### config.mk
export PLATFORM = sky130hd
export DESIGN_NAME = uart_top
export DESIGN_NICKNAME = d
export VERILOG_FILES = /design/src/uart_pkg.sv /design/src/uart_fifo.sv /design/src/uart_tx.sv /design/src/uart_rx.sv /design/src/uart_reg_file.sv /design/src/uart_top.sv
export VERILOG_INCLUDE_DIRS = /design/src /design/src/src
export SDC_FILE = /design/constraint.sdc
export NUM_CORES = 1
export LEC_CHECK = 0
export BUFFER_PORTS_ARGS = -buffer_cell sky130_fd_sc_hd__buf_2
export CORE_UTILIZATION = 61
export DETAILED_ROUTE_END_ITERATION = 10
export PLACE_DENSITY = 0.79
export REMOVE_ABC_BUFFERS = 1
export SLEW_MARGIN = 15
export SYNTH_ARGS = -nofsm -noshare
export SYNTH_HDL_FRONTEND = slang
export SYNTH_SLANG_ARGS = --single-unit
### constraint.sdc
create_clock -name clk_i -period 4.6 [get_ports clk_i]
set_clock_uncertainty 0.2 [all_clocks]
set_input_delay 0.69 -clock clk_i [delete_from_list [all_inputs] [get_ports clk_i]]
set_output_delay 0.69 -clock clk_i [all_outputs]
set_load 0.05 [all_outputs]
### src/uart_defs.svh
// UART widths, FIFO depth and divider reset value
`ifndef UART_DEFS_SVH
`define UART_DEFS_SVH

`default_nettype none

// Character and register widths
`define UART_DATA_W     8
`define UART_BUS_W      32

// Bit period is DIV+1 clock cycles
`define UART_DIV_W      16
`define UART_DIV_RESET  15

`define UART_FIFO_DEPTH 16

`default_nettype wire

`endif

### src/uart_pkg.sv
// UART shared types: register addresses, bus request, control, status, FSM states
`include "uart_defs.svh"

`default_nettype none

package uart_pkg;

    typedef enum logic [2:0] {
        REG_CTRL   = 3'd0,
        REG_DIV    = 3'd1,
        REG_STATUS = 3'd2,
        REG_TXDATA = 3'd3,
        REG_RXDATA = 3'd4,
        REG_PARAM  = 3'd5
    } reg_addr_e;

    typedef struct packed {
        logic                   we;
        reg_addr_e              addr;
        logic [`UART_BUS_W-1:0] wdata;
    } reg_req_t;

    // ~~~~~~~~~~~~~~~~~~~~
    // Register fields
    typedef struct packed {
        logic tx_reset;
        logic rx_reset;
        logic parity_en;
        logic parity_odd;
    } uart_ctrl_t;

    typedef struct packed {
        logic tx_empty;
        logic tx_full;
        logic rx_empty;
        logic rx_full;
    } uart_status_t;

    typedef struct packed {
        logic                    parity_err;
        logic [`UART_DATA_W-1:0] data;
    } rx_word_t; // One rx FIFO entry

    // ~~~~~~~~~~~~~~~~~~~~
    // Serializer and deserializer states
    typedef enum logic [2:0] {TX_IDLE, TX_START, TX_DATA, TX_PARITY, TX_STOP} tx_state_e;
    typedef enum logic [2:0] {RX_IDLE, RX_START, RX_DATA, RX_PARITY, RX_STOP} rx_state_e;

endpackage

`default_nettype wire

### src/uart_fifo.sv
// Synchronous first-word-fall-through FIFO with valid/ready on both sides
`default_nettype none

module uart_fifo #(
    parameter int WIDTH = 8,
    parameter int DEPTH = 16
) (
    input  logic             clk_i,
    input  logic             rst_i,
    input  logic [WIDTH-1:0] in_data_i,
    input  logic             in_valid_i,
    output logic             in_ready_o,
    output logic [WIDTH-1:0] out_data_o,
    output logic             out_valid_o,
    input  logic             out_ready_i,
    output logic             full_o,
    output logic             empty_o
);

    localparam int AW = (DEPTH > 1) ? $clog2(DEPTH) : 1;
    localparam int CW = $clog2(DEPTH + 1);

    logic [WIDTH-1:0] mem [DEPTH];
    logic [AW-1:0]    wr_ptr_q;
    logic [AW-1:0]    rd_ptr_q;
    logic [CW-1:0]    count_q;
    logic             push;
    logic             pop;

    function automatic logic [AW-1:0] next_ptr(input logic [AW-1:0] ptr);
        return (ptr == AW'(DEPTH - 1)) ? '0 : ptr + 1'b1;
    endfunction

    assign push = in_valid_i && in_ready_o;
    assign pop  = out_valid_o && out_ready_i;

    always_ff @(posedge clk_i) begin
        if (rst_i) begin
            wr_ptr_q <= '0;
            rd_ptr_q <= '0;
            count_q  <= '0;
        end else begin
            if (push) wr_ptr_q <= next_ptr(wr_ptr_q);
            if (pop) rd_ptr_q <= next_ptr(rd_ptr_q);
            if (push && !pop) count_q <= count_q + 1'b1;
            else if (pop && !push) count_q <= count_q - 1'b1;
        end
    end

    always_ff @(posedge clk_i) begin
        if (push) mem[wr_ptr_q] <= in_data_i;
    end

    assign full_o      = (count_q == CW'(DEPTH));
    assign empty_o     = (count_q == '0);
    assign in_ready_o  = !full_o;
    assign out_valid_o = !empty_o;
    assign out_data_o  = mem[rd_ptr_q];   // Fall-through read

endmodule

`default_nettype wire

### src/uart_tx.sv
// UART serializer: start bit, data LSB first, optional parity, stop bit
`include "uart_defs.svh"

`default_nettype none

module uart_tx
    import uart_pkg::*;
(
    input  logic                    clk_i,
    input  logic                    rst_i,
    input  uart_ctrl_t              ctrl_i,
    input  logic [`UART_DIV_W-1:0]  div_i,
    input  logic [`UART_DATA_W-1:0] data_i,
    input  logic                    valid_i,
    output logic                    ready_o,
    output logic                    tx_o
);

    localparam int BW = $clog2(`UART_DATA_W);

    tx_state_e               state_q;
    logic [`UART_DIV_W-1:0]  div_cnt_q;
    logic [BW-1:0]           bit_cnt_q;
    logic [`UART_DATA_W-1:0] shift_q;
    logic                    par_q;
    logic                    tx_q;
    logic                    bit_tick;

    assign bit_tick = (div_cnt_q >= div_i);   // End of the current bit
    assign ready_o  = (state_q == TX_IDLE);
    assign tx_o     = tx_q;

    always_ff @(posedge clk_i) begin
        if (rst_i) begin
            state_q   <= TX_IDLE;
            div_cnt_q <= '0;
            bit_cnt_q <= '0;
            tx_q      <= 1'b1;   // Line idles high
        end else begin
            div_cnt_q <= (state_q == TX_IDLE || bit_tick) ? '0 : div_cnt_q + 1'b1;
            case (state_q)
                TX_IDLE: begin
                    if (valid_i) begin
                        state_q <= TX_START;
                        tx_q    <= 1'b0;
                    end
                end
                TX_START: begin
                    if (bit_tick) begin
                        state_q   <= TX_DATA;
                        bit_cnt_q <= '0;
                        tx_q      <= shift_q[0];
                    end
                end
                TX_DATA: begin
                    if (bit_tick) begin
                        if (bit_cnt_q == BW'(`UART_DATA_W - 1)) begin
                            state_q <= ctrl_i.parity_en ? TX_PARITY : TX_STOP;
                            tx_q    <= ctrl_i.parity_en ? par_q : 1'b1;
                        end else begin
                            bit_cnt_q <= bit_cnt_q + 1'b1;
                            tx_q      <= shift_q[1];
                        end
                    end
                end
                TX_PARITY: begin
                    if (bit_tick) begin
                        state_q <= TX_STOP;
                        tx_q    <= 1'b1;
                    end
                end
                TX_STOP: if (bit_tick) state_q <= TX_IDLE;
                default: state_q <= TX_IDLE;
            endcase
        end
    end

    // Character and its parity bit
    always_ff @(posedge clk_i) begin
        if (state_q == TX_IDLE && valid_i) begin
            shift_q <= data_i;
            par_q   <= (^data_i) ^ ctrl_i.parity_odd;
        end else if (state_q == TX_DATA && bit_tick) begin
            shift_q <= shift_q >> 1;
        end
    end

endmodule

`default_nettype wire

### src/uart_rx.sv
// UART deserializer: input synchronizer, start detection, mid-bit sampling, parity check
`include "uart_defs.svh"

`default_nettype none

module uart_rx
    import uart_pkg::*;
(
    input  logic                   clk_i,
    input  logic                   rst_i,
    input  uart_ctrl_t             ctrl_i,
    input  logic [`UART_DIV_W-1:0] div_i,
    input  logic                   rx_i,
    output rx_word_t               word_o,
    output logic                   valid_o,
    input  logic                   ready_i
);

    localparam int BW = $clog2(`UART_DATA_W);

    rx_state_e               state_q;
    logic [1:0]              sync_q;
    logic [`UART_DIV_W-1:0]  div_cnt_q;
    logic [BW-1:0]           bit_cnt_q;
    logic [`UART_DATA_W-1:0] shift_q;
    logic                    perr_q;
    logic                    valid_q;
    logic                    rx_s;
    logic                    mid_tick;
    logic                    bit_tick;

    assign rx_s     = sync_q[1];
    assign mid_tick = (div_cnt_q >= (div_i >> 1));   // Half a bit after the falling edge
    assign bit_tick = (div_cnt_q >= div_i);          // One full bit, mid to mid

    always_ff @(posedge clk_i) begin
        if (rst_i) begin
            state_q   <= RX_IDLE;
            sync_q    <= '1;
            div_cnt_q <= '0;
            bit_cnt_q <= '0;
            valid_q   <= 1'b0;
        end else begin
            sync_q    <= {sync_q[0], rx_i};
            valid_q   <= 1'b0;
            div_cnt_q <= div_cnt_q + 1'b1;
            case (state_q)
                RX_IDLE: begin
                    div_cnt_q <= '0;
                    if (!rx_s) state_q <= RX_START;
                end
                RX_START: begin
                    if (mid_tick) begin
                        div_cnt_q <= '0;
                        bit_cnt_q <= '0;
                        state_q   <= rx_s ? RX_IDLE : RX_DATA;   // Glitch, not a start bit
                    end
                end
                RX_DATA: begin
                    if (bit_tick) begin
                        div_cnt_q <= '0;
                        bit_cnt_q <= bit_cnt_q + 1'b1;
                        if (bit_cnt_q == BW'(`UART_DATA_W - 1))
                            state_q <= ctrl_i.parity_en ? RX_PARITY : RX_STOP;
                    end
                end
                RX_PARITY: begin
                    if (bit_tick) begin
                        div_cnt_q <= '0;
                        state_q   <= RX_STOP;
                    end
                end
                RX_STOP: begin
                    if (bit_tick) begin
                        state_q <= RX_IDLE;
                        // Bad stop bit or full FIFO drops the word
                        valid_q <= rx_s && ready_i;
                    end
                end
                default: state_q <= RX_IDLE;
            endcase
        end
    end

    always_ff @(posedge clk_i) begin
        if (state_q == RX_START) perr_q <= 1'b0;
        if (state_q == RX_DATA && bit_tick) shift_q <= {rx_s, shift_q[`UART_DATA_W-1:1]};
        if (state_q == RX_PARITY && bit_tick)
            perr_q <= rx_s ^ (^shift_q) ^ ctrl_i.parity_odd;
    end

    assign word_o.parity_err = perr_q;
    assign word_o.data       = shift_q;
    assign valid_o           = valid_q;

endmodule

`default_nettype wire

### src/uart_reg_file.sv
// UART register file: four-phase register port, CTRL and DIV registers, FIFO push and pop
`include "uart_defs.svh"

`default_nettype none

module uart_reg_file
    import uart_pkg::*;
(
    input  logic                    clk_i,
    input  logic                    rst_i,
    input  logic                    req_i,
    input  reg_req_t                bus_i,
    output logic                    ack_o,
    output logic [`UART_BUS_W-1:0]  rdata_o,
    output uart_ctrl_t              ctrl_o,
    output logic [`UART_DIV_W-1:0]  div_o,
    output logic [`UART_DATA_W-1:0] tx_data_o,
    output logic                    tx_valid_o,
    input  logic                    tx_ready_i,
    input  rx_word_t                rx_word_i,
    input  logic                    rx_valid_i,
    output logic                    rx_ready_o,
    input  uart_status_t            status_i
);

    typedef enum logic [1:0] {S_IDLE, S_DECODE, S_ACCESS, S_ACK} bus_state_e;

    bus_state_e                state_q;
    reg_req_t                  bus_q;
    logic                      tx_push_q;
    logic                      rx_pop_q;
    uart_ctrl_t                ctrl_q;
    logic [`UART_DIV_W-1:0]    div_q;
    logic [`UART_BUS_W-1:0]    rdata_q;
    logic [`UART_BUS_W-1:0]    rd_word;

    // ~~~~~~~~~~~~~~~~~~~~
    // Read mux
    always_comb begin
        rd_word = '0;
        case (bus_q.addr)
            REG_CTRL:   rd_word[$bits(uart_ctrl_t)-1:0]   = ctrl_q;
            REG_DIV:    rd_word[`UART_DIV_W-1:0]          = div_q;
            REG_STATUS: rd_word[$bits(uart_status_t)-1:0] = status_i;
            REG_RXDATA: begin
                if (rx_valid_i) begin                      // Empty FIFO reads as zero
                    rd_word[`UART_BUS_W-1]          = 1'b1;
                    rd_word[$bits(rx_word_t)-1:0]   = rx_word_i;
                end
            end
            REG_PARAM: begin
                rd_word[15:0]  = 16'(`UART_FIFO_DEPTH);
                rd_word[23:16] = 8'(`UART_DATA_W);
            end
            default: ;
        endcase
    end

    // ~~~~~~~~~~~~~~~~~~~~
    // Handshake FSM
    always_ff @(posedge clk_i) begin
        if (rst_i) begin
            state_q   <= S_IDLE;
            tx_push_q <= 1'b0;
            rx_pop_q  <= 1'b0;
            ctrl_q    <= '0;
            div_q     <= `UART_DIV_W'(`UART_DIV_RESET);
        end else begin
            case (state_q)
                S_IDLE: if (req_i) state_q <= S_DECODE;
                S_DECODE: begin
                    tx_push_q <= bus_q.we && (bus_q.addr == REG_TXDATA);
                    rx_pop_q  <= !bus_q.we && (bus_q.addr == REG_RXDATA);
                    state_q   <= S_ACCESS;
                end
                S_ACCESS: begin
                    if (!tx_push_q || tx_ready_i) begin    // Hold here while tx FIFO full
                        if (bus_q.we && bus_q.addr == REG_CTRL)
                            ctrl_q <= uart_ctrl_t'(bus_q.wdata[$bits(uart_ctrl_t)-1:0]);
                        if (bus_q.we && bus_q.addr == REG_DIV)
                            div_q <= bus_q.wdata[`UART_DIV_W-1:0];
                        tx_push_q <= 1'b0;
                        rx_pop_q  <= 1'b0;
                        state_q   <= S_ACK;
                    end
                end
                S_ACK: if (!req_i) state_q <= S_IDLE;
                default: state_q <= S_IDLE;
            endcase
        end
    end

    always_ff @(posedge clk_i) begin
        if (state_q == S_IDLE && req_i) bus_q <= bus_i;
        if (state_q == S_ACCESS) rdata_q <= rd_word;
    end

    assign tx_valid_o = (state_q == S_ACCESS) && tx_push_q;
    assign rx_ready_o = (state_q == S_ACCESS) && rx_pop_q;  // Single cycle, so one pop
    assign tx_data_o  = bus_q.wdata[`UART_DATA_W-1:0];
    assign ack_o      = (state_q == S_ACK);
    assign rdata_o    = rdata_q;
    assign ctrl_o     = ctrl_q;
    assign div_o      = div_q;

endmodule

`default_nettype wire

### src/uart_top.sv
// UART top level: register file, tx and rx FIFOs, serializer and deserializer
`include "uart_defs.svh"

`default_nettype none

module uart_top
    import uart_pkg::*;
(
    input  logic                   clk_i,
    input  logic                   rst_i,
    input  logic                   bus_req_i,
    input  reg_req_t               bus_i,
    output logic                   bus_ack_o,
    output logic [`UART_BUS_W-1:0] bus_rdata_o,
    input  logic                   uart_rx_i,
    output logic                   uart_tx_o
);

    uart_ctrl_t              ctrl;
    uart_status_t            status;
    logic [`UART_DIV_W-1:0]  div;
    logic                    tx_rst;
    logic                    rx_rst;

    logic [`UART_DATA_W-1:0] reg_tx_data;   // Register file to tx FIFO
    logic                    reg_tx_valid;
    logic                    reg_tx_ready;
    logic [`UART_DATA_W-1:0] ser_data;      // tx FIFO to serializer
    logic                    ser_valid;
    logic                    ser_ready;
    rx_word_t                des_word;      // Deserializer to rx FIFO
    logic                    des_valid;
    logic                    des_ready;
    rx_word_t                reg_rx_word;   // rx FIFO to register file
    logic                    reg_rx_valid;
    logic                    reg_rx_ready;

    // Software resets per direction
    assign tx_rst = rst_i || ctrl.tx_reset;
    assign rx_rst = rst_i || ctrl.rx_reset;

    uart_reg_file i_uart_reg_file (
        .clk_i     (clk_i),
        .rst_i     (rst_i),
        .req_i     (bus_req_i),
        .bus_i     (bus_i),
        .ack_o     (bus_ack_o),
        .rdata_o   (bus_rdata_o),
        .ctrl_o    (ctrl),
        .div_o     (div),
        .tx_data_o (reg_tx_data),
        .tx_valid_o(reg_tx_valid),
        .tx_ready_i(reg_tx_ready),
        .rx_word_i (reg_rx_word),
        .rx_valid_i(reg_rx_valid),
        .rx_ready_o(reg_rx_ready),
        .status_i  (status)
    );

    // ~~~~~~~~~~~~~~~~~~~~
    // Transmit path
    uart_fifo #(
        .WIDTH(`UART_DATA_W),
        .DEPTH(`UART_FIFO_DEPTH)
    ) i_uart_fifo_tx (
        .clk_i      (clk_i),
        .rst_i      (tx_rst),
        .in_data_i  (reg_tx_data),
        .in_valid_i (reg_tx_valid),
        .in_ready_o (reg_tx_ready),
        .out_data_o (ser_data),
        .out_valid_o(ser_valid),
        .out_ready_i(ser_ready),
        .full_o     (status.tx_full),
        .empty_o    (status.tx_empty)
    );

    uart_tx i_uart_tx (
        .clk_i  (clk_i),
        .rst_i  (tx_rst),
        .ctrl_i (ctrl),
        .div_i  (div),
        .data_i (ser_data),
        .valid_i(ser_valid),
        .ready_o(ser_ready),
        .tx_o   (uart_tx_o)
    );

    // ~~~~~~~~~~~~~~~~~~~~
    // Receive path
    uart_rx i_uart_rx (
        .clk_i  (clk_i),
        .rst_i  (rx_rst),
        .ctrl_i (ctrl),
        .div_i  (div),
        .rx_i   (uart_rx_i),
        .word_o (des_word),
        .valid_o(des_valid),
        .ready_i(des_ready)
    );

    uart_fifo #(
        .WIDTH($bits(rx_word_t)),
        .DEPTH(`UART_FIFO_DEPTH)
    ) i_uart_fifo_rx (
        .clk_i      (clk_i),
        .rst_i      (rx_rst),
        .in_data_i  (des_word),
        .in_valid_i (des_valid),
        .in_ready_o (des_ready),
        .out_data_o (reg_rx_word),
        .out_valid_o(reg_rx_valid),
        .out_ready_i(reg_rx_ready),
        .full_o     (status.rx_full),
        .empty_o    (status.rx_empty)
    );

endmodule

`default_nettype wire

==> results of run 1 <==
## per-stage QoR
stage	hold WS (ps)	area, sq um
global placement	191	19100
floorplan	184	18200
finish	117	20500
detailed placement	200	19100
global route	98.7	20500
CTS	102	20500
## metal layers
| layer | up-vias | global-route usage [%] |
|---|---|---|
| met1 | 5291 | 33.0 |
| met4 | 0 | 10.4 |
| li1 | 4868 | - |
| met3 | 93 | 3.49 |
| met5 | - | 0 |
| met2 | 446 | 42.0 |
## path summary, 6_finish.rpt
| check | startpoint | to | slack [ps] | depth (start not counted) |
|---|---|---|---|---|
| worst max-delay path | i_uart_fifo_rx.count_q[0]$_SDFFE_PP0P_ | i_uart_fifo_rx.count_q[4]$_SDFFE_PP0P_ | 1130 | 12 |
| worst min-delay path | bus_i[14] | i_uart_reg_file.bus_q[14]$_DFFE_PP_ | 120 | 1 |
| worst max register to register | i_uart_fifo_rx.count_q[0]$_SDFFE_PP0P_ | i_uart_fifo_rx.count_q[4]$_SDFFE_PP0P_ | 1130 | 12 |
| worst min register to register | i_uart_rx.sync_q[0]$_SDFF_PP1_ | i_uart_rx.sync_q[1]$_SDFF_PP1_ | 210 | 1 |
## cells in the mapped netlist (13+ instances only)
cell / count
buf_4: 15
inv_1: 39
nand2_1: 94
xnor2_1: 29
nor2_1: 118
nor3_1: 24
edfxtp_1: 328
a21o_1: 28
a21oi_1: 59
mux4_2: 73
o21ai_0: 13
xor2_1: 25
nand3_1: 20
mux2i_1: 24
clkbuf_1: 36
and3_1: 13
ha_1: 76
dfxtp_1: 106
## where the power goes
group / leakage (uW) / switching [uW] / internal [uW]
clock: 0.000704 / 1470 / 2080
sequential: 0.00383 / 295 / 4540
combinational: 0.00271 / 940 / 674
total: 0.00724 / 2710 / 7290
## sequential cells by signal, indices dropped and copies added (netlist names), 12 cells and up, named ones only
register and count:
i_uart_reg_file.bus_q 12, i_uart_tx.div_cnt_q 16, i_uart_reg_file.div_o 16, i_uart_fifo_rx.mem 144, i_uart_reg_file.rdata_o 18, i_uart_fifo_tx.mem 128, i_uart_rx.div_cnt_q 16
## area by class of cell
| cell class | count | area, sq um |
|---|---|---|
| clock inverter | 19 | 160 |
| tap | 390 | 488 |
| sequential | 434 | 12000 |
| multi-input combinational | 742 | 6150 |
| inverter | 41 | 154 |
| timing repair buffer | 59 | 335 |
| clock buffer | 60 | 1290 |
| fill | 1902 | 9250 |
## cells in the final DEF, fill, tap and decap left out, types with 13 or more instances in the layout
cell / synthesis / routed
inv_1: 39 / 39
dfxtp_1: 106 / 104
nand3_1: 20 / 20
a21oi_1: 59 / 59
nand2_1: 94 / 94
edfxtp_1: 328 / 328
buf_2: 4 / 43
xor2_1: 25 / 25
a21o_1: 28 / 28
clkbuf_16: 0 / 49
and3_1: 13 / 13
mux2i_1: 24 / 24
mux4_2: 73 / 73
nor3_1: 24 / 20
nor2_1: 118 / 118
buf_4: 15 / 16
ha_1: 76 / 76
conb_1: 1 / 14
xnor2_1: 29 / 29
## cells by family after synthesis
family                   share of synthesized area, %
flip-flops                                       64.6
AND/OR/NAND/NOR                                  8.07
AO/OA/AOI/OAI                                    5.91
buffers and inverters                            2.69
multiplexers                                     10.6
adder cells (fa/ha/maj)                          5.35
XOR/XNOR                                         2.81
other                                          0.0202
## worst reg2reg max path: stages, from the launching register on
cell and delay [ps]:
dfxtp_1 360, nor4_1 440, nand2b_1 260, and3_1 310, inv_1 170, ha_1 230, inv_1 120, fa_1 420
a21o_1 180, a21oi_1 170, xnor2_1 90, or3_1 300, a21oi_1 140
==> impl_results.md, run 1 <==
- Status: finished, final reports clean
- Kind of start point of the critical path: register
- CP cell instances: nor4_1, nand2b_1, and3_1, inv_1, ha_1, inv_1, fa_1, a21o_1, a21oi_1, xnor2_1, or3_1, a21oi_1
- Min cycle time layout: 3470 ps
- Global-route wire length before repair: 58300 microns
- CTS Hold Buffers Added: 0
- Initial antenna violation count: 0
- Die X: roughly 180 microns
- Initial DRC count: 834
- Critical Path Fanout Max: 4
- Worst Tran Pin Value: 1200 ps
- Main flop type after synthesis: edfxtp_1
- Total chip power: about 10000 uW
- Antenna diode count: 0
- Post-CTS Resized: 0
- Core region area: 29800 sq um
- Crit Path Class: register to register
- Die area: about 31000 sq um
- Routability cong.: between 0.8 and 0.9
- Post-synth EDFFs: around 330
- RSZ-0062 raised after global routing: false
- Crit path capture type: register
- Overall routing resource usage: 25.0%
- Rel. slew slack: 20.1%
- WL met3: around 2400 microns
- Hold Crit Class: primary input to register
- Max-cap violations: 0
- CP required: slightly below 5000 ps
- Metal-1 WL: 15500 microns
- YS warnings: 0
- Syn-to-layout area delta: 10.8%
- Clock buffer depth: 3
- Setup violators final: 0
- Fin. Hold Viols: 0
- Antenna Violating Nets Remaining: 0
- Buffers on Ports: 43
- Non-Filler Instances: 1745
- Fmax: 288 MHz
- Fin crit share: 75.4%
- Final #Nets: 1440
- Sequential area share after synthesis: 64.6%
- Setup TNS: 0 ps
- Max Slew Vio Count: 0
- Dominant cells by area after synthesis: edfxtp_1, dfxtp_1, mux4_2
- Placed instance count: 1666
- Drc violations: 0
- CP bufs+invs: 2
- Routed Wire Length: 38100 microns
- Clock latency on the worst-skew pair: about 540 ps
- #FFs+latches synth: approximately 430
- Global route overflow: 0
- Worst EP arrival: 3740 ps
- Netlist Area Pre-Place: 18500 sq um
- Drt first pass iters: 6
- Die Y: 176 microns
- DPL Wire Length: 24300 microns
- Final design utilization: 69.0%
- Yosys top cell by area: edfxtp_1
- Drt wl/cell: 21.8 microns
- Clock transition at path regs: 60 ps
- Total CTS buffers: 44
- Vias per inst: 6.13
- Post-Syn Area per Cell: around 15 sq um
- Initial Util: 62.2%
- Peak VDD IR: 0.000350 V
- Yosys top cell area share: 53.1%
- Top sig layer: met4
- TritonCTS clock tree: yes
- Leakage dissipation: 0.00724 uW
- Pwr/cell area: around 490 nW/um^2
- Slowest stage delay, CP: around 440 ps
- Critical path's slowest cell: nor4_1
- Clock sink total: 434
- Number of post-CTS setup repair buffers: 0
- Largest net degree at the start of global routing: 35
- Root Driver: clkbuf_16
- Worst slack, placed: roughly 1200 ps
- Share of cells above drive strength 1: 15.9%
- Synth Instances: 1269
- IO Pins: 74
- Distinct cells, synth: 61
- # rows: 63
- Worst path top cell family by delay: simple AND/OR/NAND/NOR gates
- H-Tree Depth: 2
- Post-synth ARST share: 0%
- Vias in the first global route: 10700
- DR vias: 10700
- Met2 Wirelength: between 15000 and 20000 microns
- Fin worst setup slack: 1130 ps
(Power assumes the default switching activity.)
==> run 2, diff against run 1 <==
==> constraint.sdc (replaced) <==
create_clock -name clk_i -period 3.4 [get_ports clk_i]
set_clock_uncertainty 0.2 [all_clocks]
set_input_delay 0.51 -clock clk_i [delete_from_list [all_inputs] [get_ports clk_i]]
set_output_delay 0.51 -clock clk_i [all_outputs]
set_load 0.05 [all_outputs]
==> run 2 against run 1 <==
  * Critical path depth did not move
  * Largest cell class unchanged
  * Highest routed layer unchanged
  * Global-route usage grew 0.96 points
  * Routed wire length up 2.1%
  * Worst setup slack got worse by 960 ps
==> impl_results.md, run 2 (same netlist as run 1, synthesis figures left out) <==
- Pwr/cell area: 647 nW/um^2 (+33%)
- Worst-case reg-to-reg path depth: 12 (unchanged)
- TritonCTS clock tree: yes
- Setup crit start: i_uart_fifo_rx.count_q[0]$_SDFFE_PP0P_
- Status: finished, final reports clean
- Worst R2R Start: i_uart_fifo_rx.count_q[0]$_SDFFE_PP0P_
- Drt first pass iters: 5 (-1)
- Hold Path Origin: uart_rx_i
- Initial antenna violation count: 0 (unchanged)
- DR vias: 10900 (+1.5%)
- Crit path capture type: register
- Most common cell after layout, fill and taps aside: edfxtp_1
- DPL Wire Length: 25000 microns (+2.9%)
- Clock buffer depth: 3 (unchanged)
- Reg2Reg Setup Slack: 170 ps (-960 ps)
- Worst Tran Pin Value: 999 ps (-200 ps)
- Final design utilization: 70.3% (+1.3 points)
- Final #Nets: 1486 (+3.2%)
- Placed Area: 19300 sq um (+1.0%)
- Most flops, register: i_uart_fifo_rx.mem
- Max reg flops: 144 (unchanged)
- Vias per inst: 6.06 (-1.2%)
- # rows: 63 (unchanged)
- Initial Util: 62.2% (unchanged)
- Fin worst setup slack: 166 ps (-964 ps)
- Number of fill cells: 1912 (+0.53%)
- Vias in the first global route: 11000 (+2.5%)
- Initial DRC count: 872 (+4.6%)
- Syn-to-layout area delta: 13.0%
- Die Y: 176 microns (unchanged)
- Global route overflow: 0 (unchanged)
- Total chip power: 13600 uW (+36%)
- Clock transition at path regs: 60 ps (about the same)
- Setup violators final: 0 (unchanged)
- Rel. slew slack: 32.7% (+13 points)
- Fmax: 309 MHz (+7.3%)
- Min cycle time layout: 3230 ps (-236 ps)
- Antenna diode count: 0 (unchanged)
- RSZ-0062 raised after global routing: false
- Share of cells above drive strength 1: 17.3% (+1.4 points)
- Multi-input gate area: 6140 sq um (-0.12%)
- Drc violations: 0 (unchanged)
- Die area: 31100 sq um (unchanged)
- Reg2reg end: i_uart_fifo_rx.count_q[4]$_SDFFE_PP0P_
- Worst slack, placed: 89.6 ps (-1160 ps)
- Hold Crit Class: primary input to register
- Largest net degree at the start of global routing: 37 (+5.7%)
- Fin crit share: 95.1% (+20 points)
- IO Pins: 74 (unchanged)
- Crit Path Class: register to register
- Die X: 176 microns (unchanged)
- Post-route cell area: 20900 sq um (+1.9%)
- Total CTS buffers: 44 (unchanged)
- Routed Wire Length: 38900 microns (+2.1%)
- Buffers on Ports: 43 (unchanged)
- Kind of start point of the critical path: register
- Global-route wire length before repair: 60700 microns (+4.0%)
- CP endpoint: i_uart_fifo_rx.count_q[4]$_SDFFE_PP0P_
- CP required: 3670 ps (-1200 ps)
- Leakage dissipation: 0.00745 uW (+2.9%)
- Peak VDD IR: 0.000742 V (+110%)
- Max Slew Vio Count: 0 (unchanged)
- Critical Path Fanout Max: 4 (unchanged)
- Most frequent cells in the layout: edfxtp_1, nor2_1, dfxtp_1, nand2_1, ha_1
- Max-cap violations: 0 (unchanged)
- Root Driver: clkbuf_16
- Worst EP arrival: 3500 ps (-240 ps)
- Register area: 12000 sq um (unchanged)
- Setup TNS: 0 ps (unchanged)
- Clock latency on the worst-skew pair: 540 ps (about the same)
- Antenna Violating Nets Remaining: 0 (unchanged)
- Fin. Hold Viols: 0 (unchanged)
- Core region area: 29800 sq um (unchanged)
- Overall routing resource usage: 26.0% (+0.96 points)
- Routability cong.: 0.850 (+3.6%)
- Clock sink total: 434 (unchanged)
- Drt wl/cell: 21.7 microns (-0.61%)
- H-Tree Depth: 2 (unchanged)
run 2: critical path: stages (launching register included):
cell      delay [ps]
dfxtp_1          380
nor4_4           320
nand2b_1         180
and3_1           280
inv_1            140
ha_1             200
inv_1            100
fa_1             420
a21o_1           180
a21oi_1          200
xnor2_1          100
or3_1            310
a21oi_1          140
run 2: how the worst min path moves through the flow:
| stage | to | slack (ps) | cells past startpoint |
|---|---|---|---|
| 6_report | i_uart_rx.sync_q[0]$_SDFF_PP1_ | 20 | 2 |
| 5_1_grt | i_uart_rx.sync_q[0]$_SDFF_PP1_ | 10 | 2 |
| 4_1_cts | i_uart_rx.sync_q[0]$_SDFF_PP1_ | 4 | 2 |
| 2_1_floorplan | i_uart_rx.sync_q[1]$_SDFF_PP1_ | 180 | 1 |
| 3_5_place_dp | i_uart_rx.sync_q[1]$_SDFF_PP1_ | 200 | 1 |
| 3_3_place_gp | i_uart_rx.sync_q[1]$_SDFF_PP1_ | 190 | 1 |
run 2: cell type report:
class	count	share of cell area, %
repair buffers	105	3.61
multi-input cells	742	29.3
flip-flops and latches	434	57.2
inverters	41	0.735
clock inverters	21	0.914
clock buffers	60	5.93
well taps	390	2.33
run 2: power breakdown:
part,switching (uW),total (uW),leakage (uW),internal [uW]
logic,1400,2370,0.00293,971
clock network,1940,4740,0.000698,2790
registers,309,6440,0.00383,6140
total,3650,13600,0.00745,9900
run 2: metal layers:
layer | wire (microns) | vias to the layer above | share of wire (%) | global-route usage [%]
met4 | 1220 | 0 | 3.1 | 10.4
met5 | 0 | - | 0 | 0
li1 | - | 4965 | - | -
met2 | 19800 | 379 | 51 | 44.1
met1 | 15600 | 5429 | 40 | 33.9
met3 | 2300 | 86 | 5.9 | 3.68
run 2: repair_timing:
| action | in CTS | in global routing |
|---|---|---|
| endpoints found under the setup margin | 0 | 2 |
| gates resized for setup | 0 | 3 |
| hold buffers | 20 | 0 |
| setup buffers | 0 | 0 |
| hold endpoints to repair | 20 | 0 |
run 2: through the flow:
| stage | instances | hold slack (ps) |
|---|---|---|
| detailed placement | 1692 | 197 |
| global route | 1793 | 14.2 |
| CTS | 1793 | 4.31 |
| finish | 1793 | 17.1 |
| global placement | 1692 | 188 |
| floorplan | 1217 | 184 |
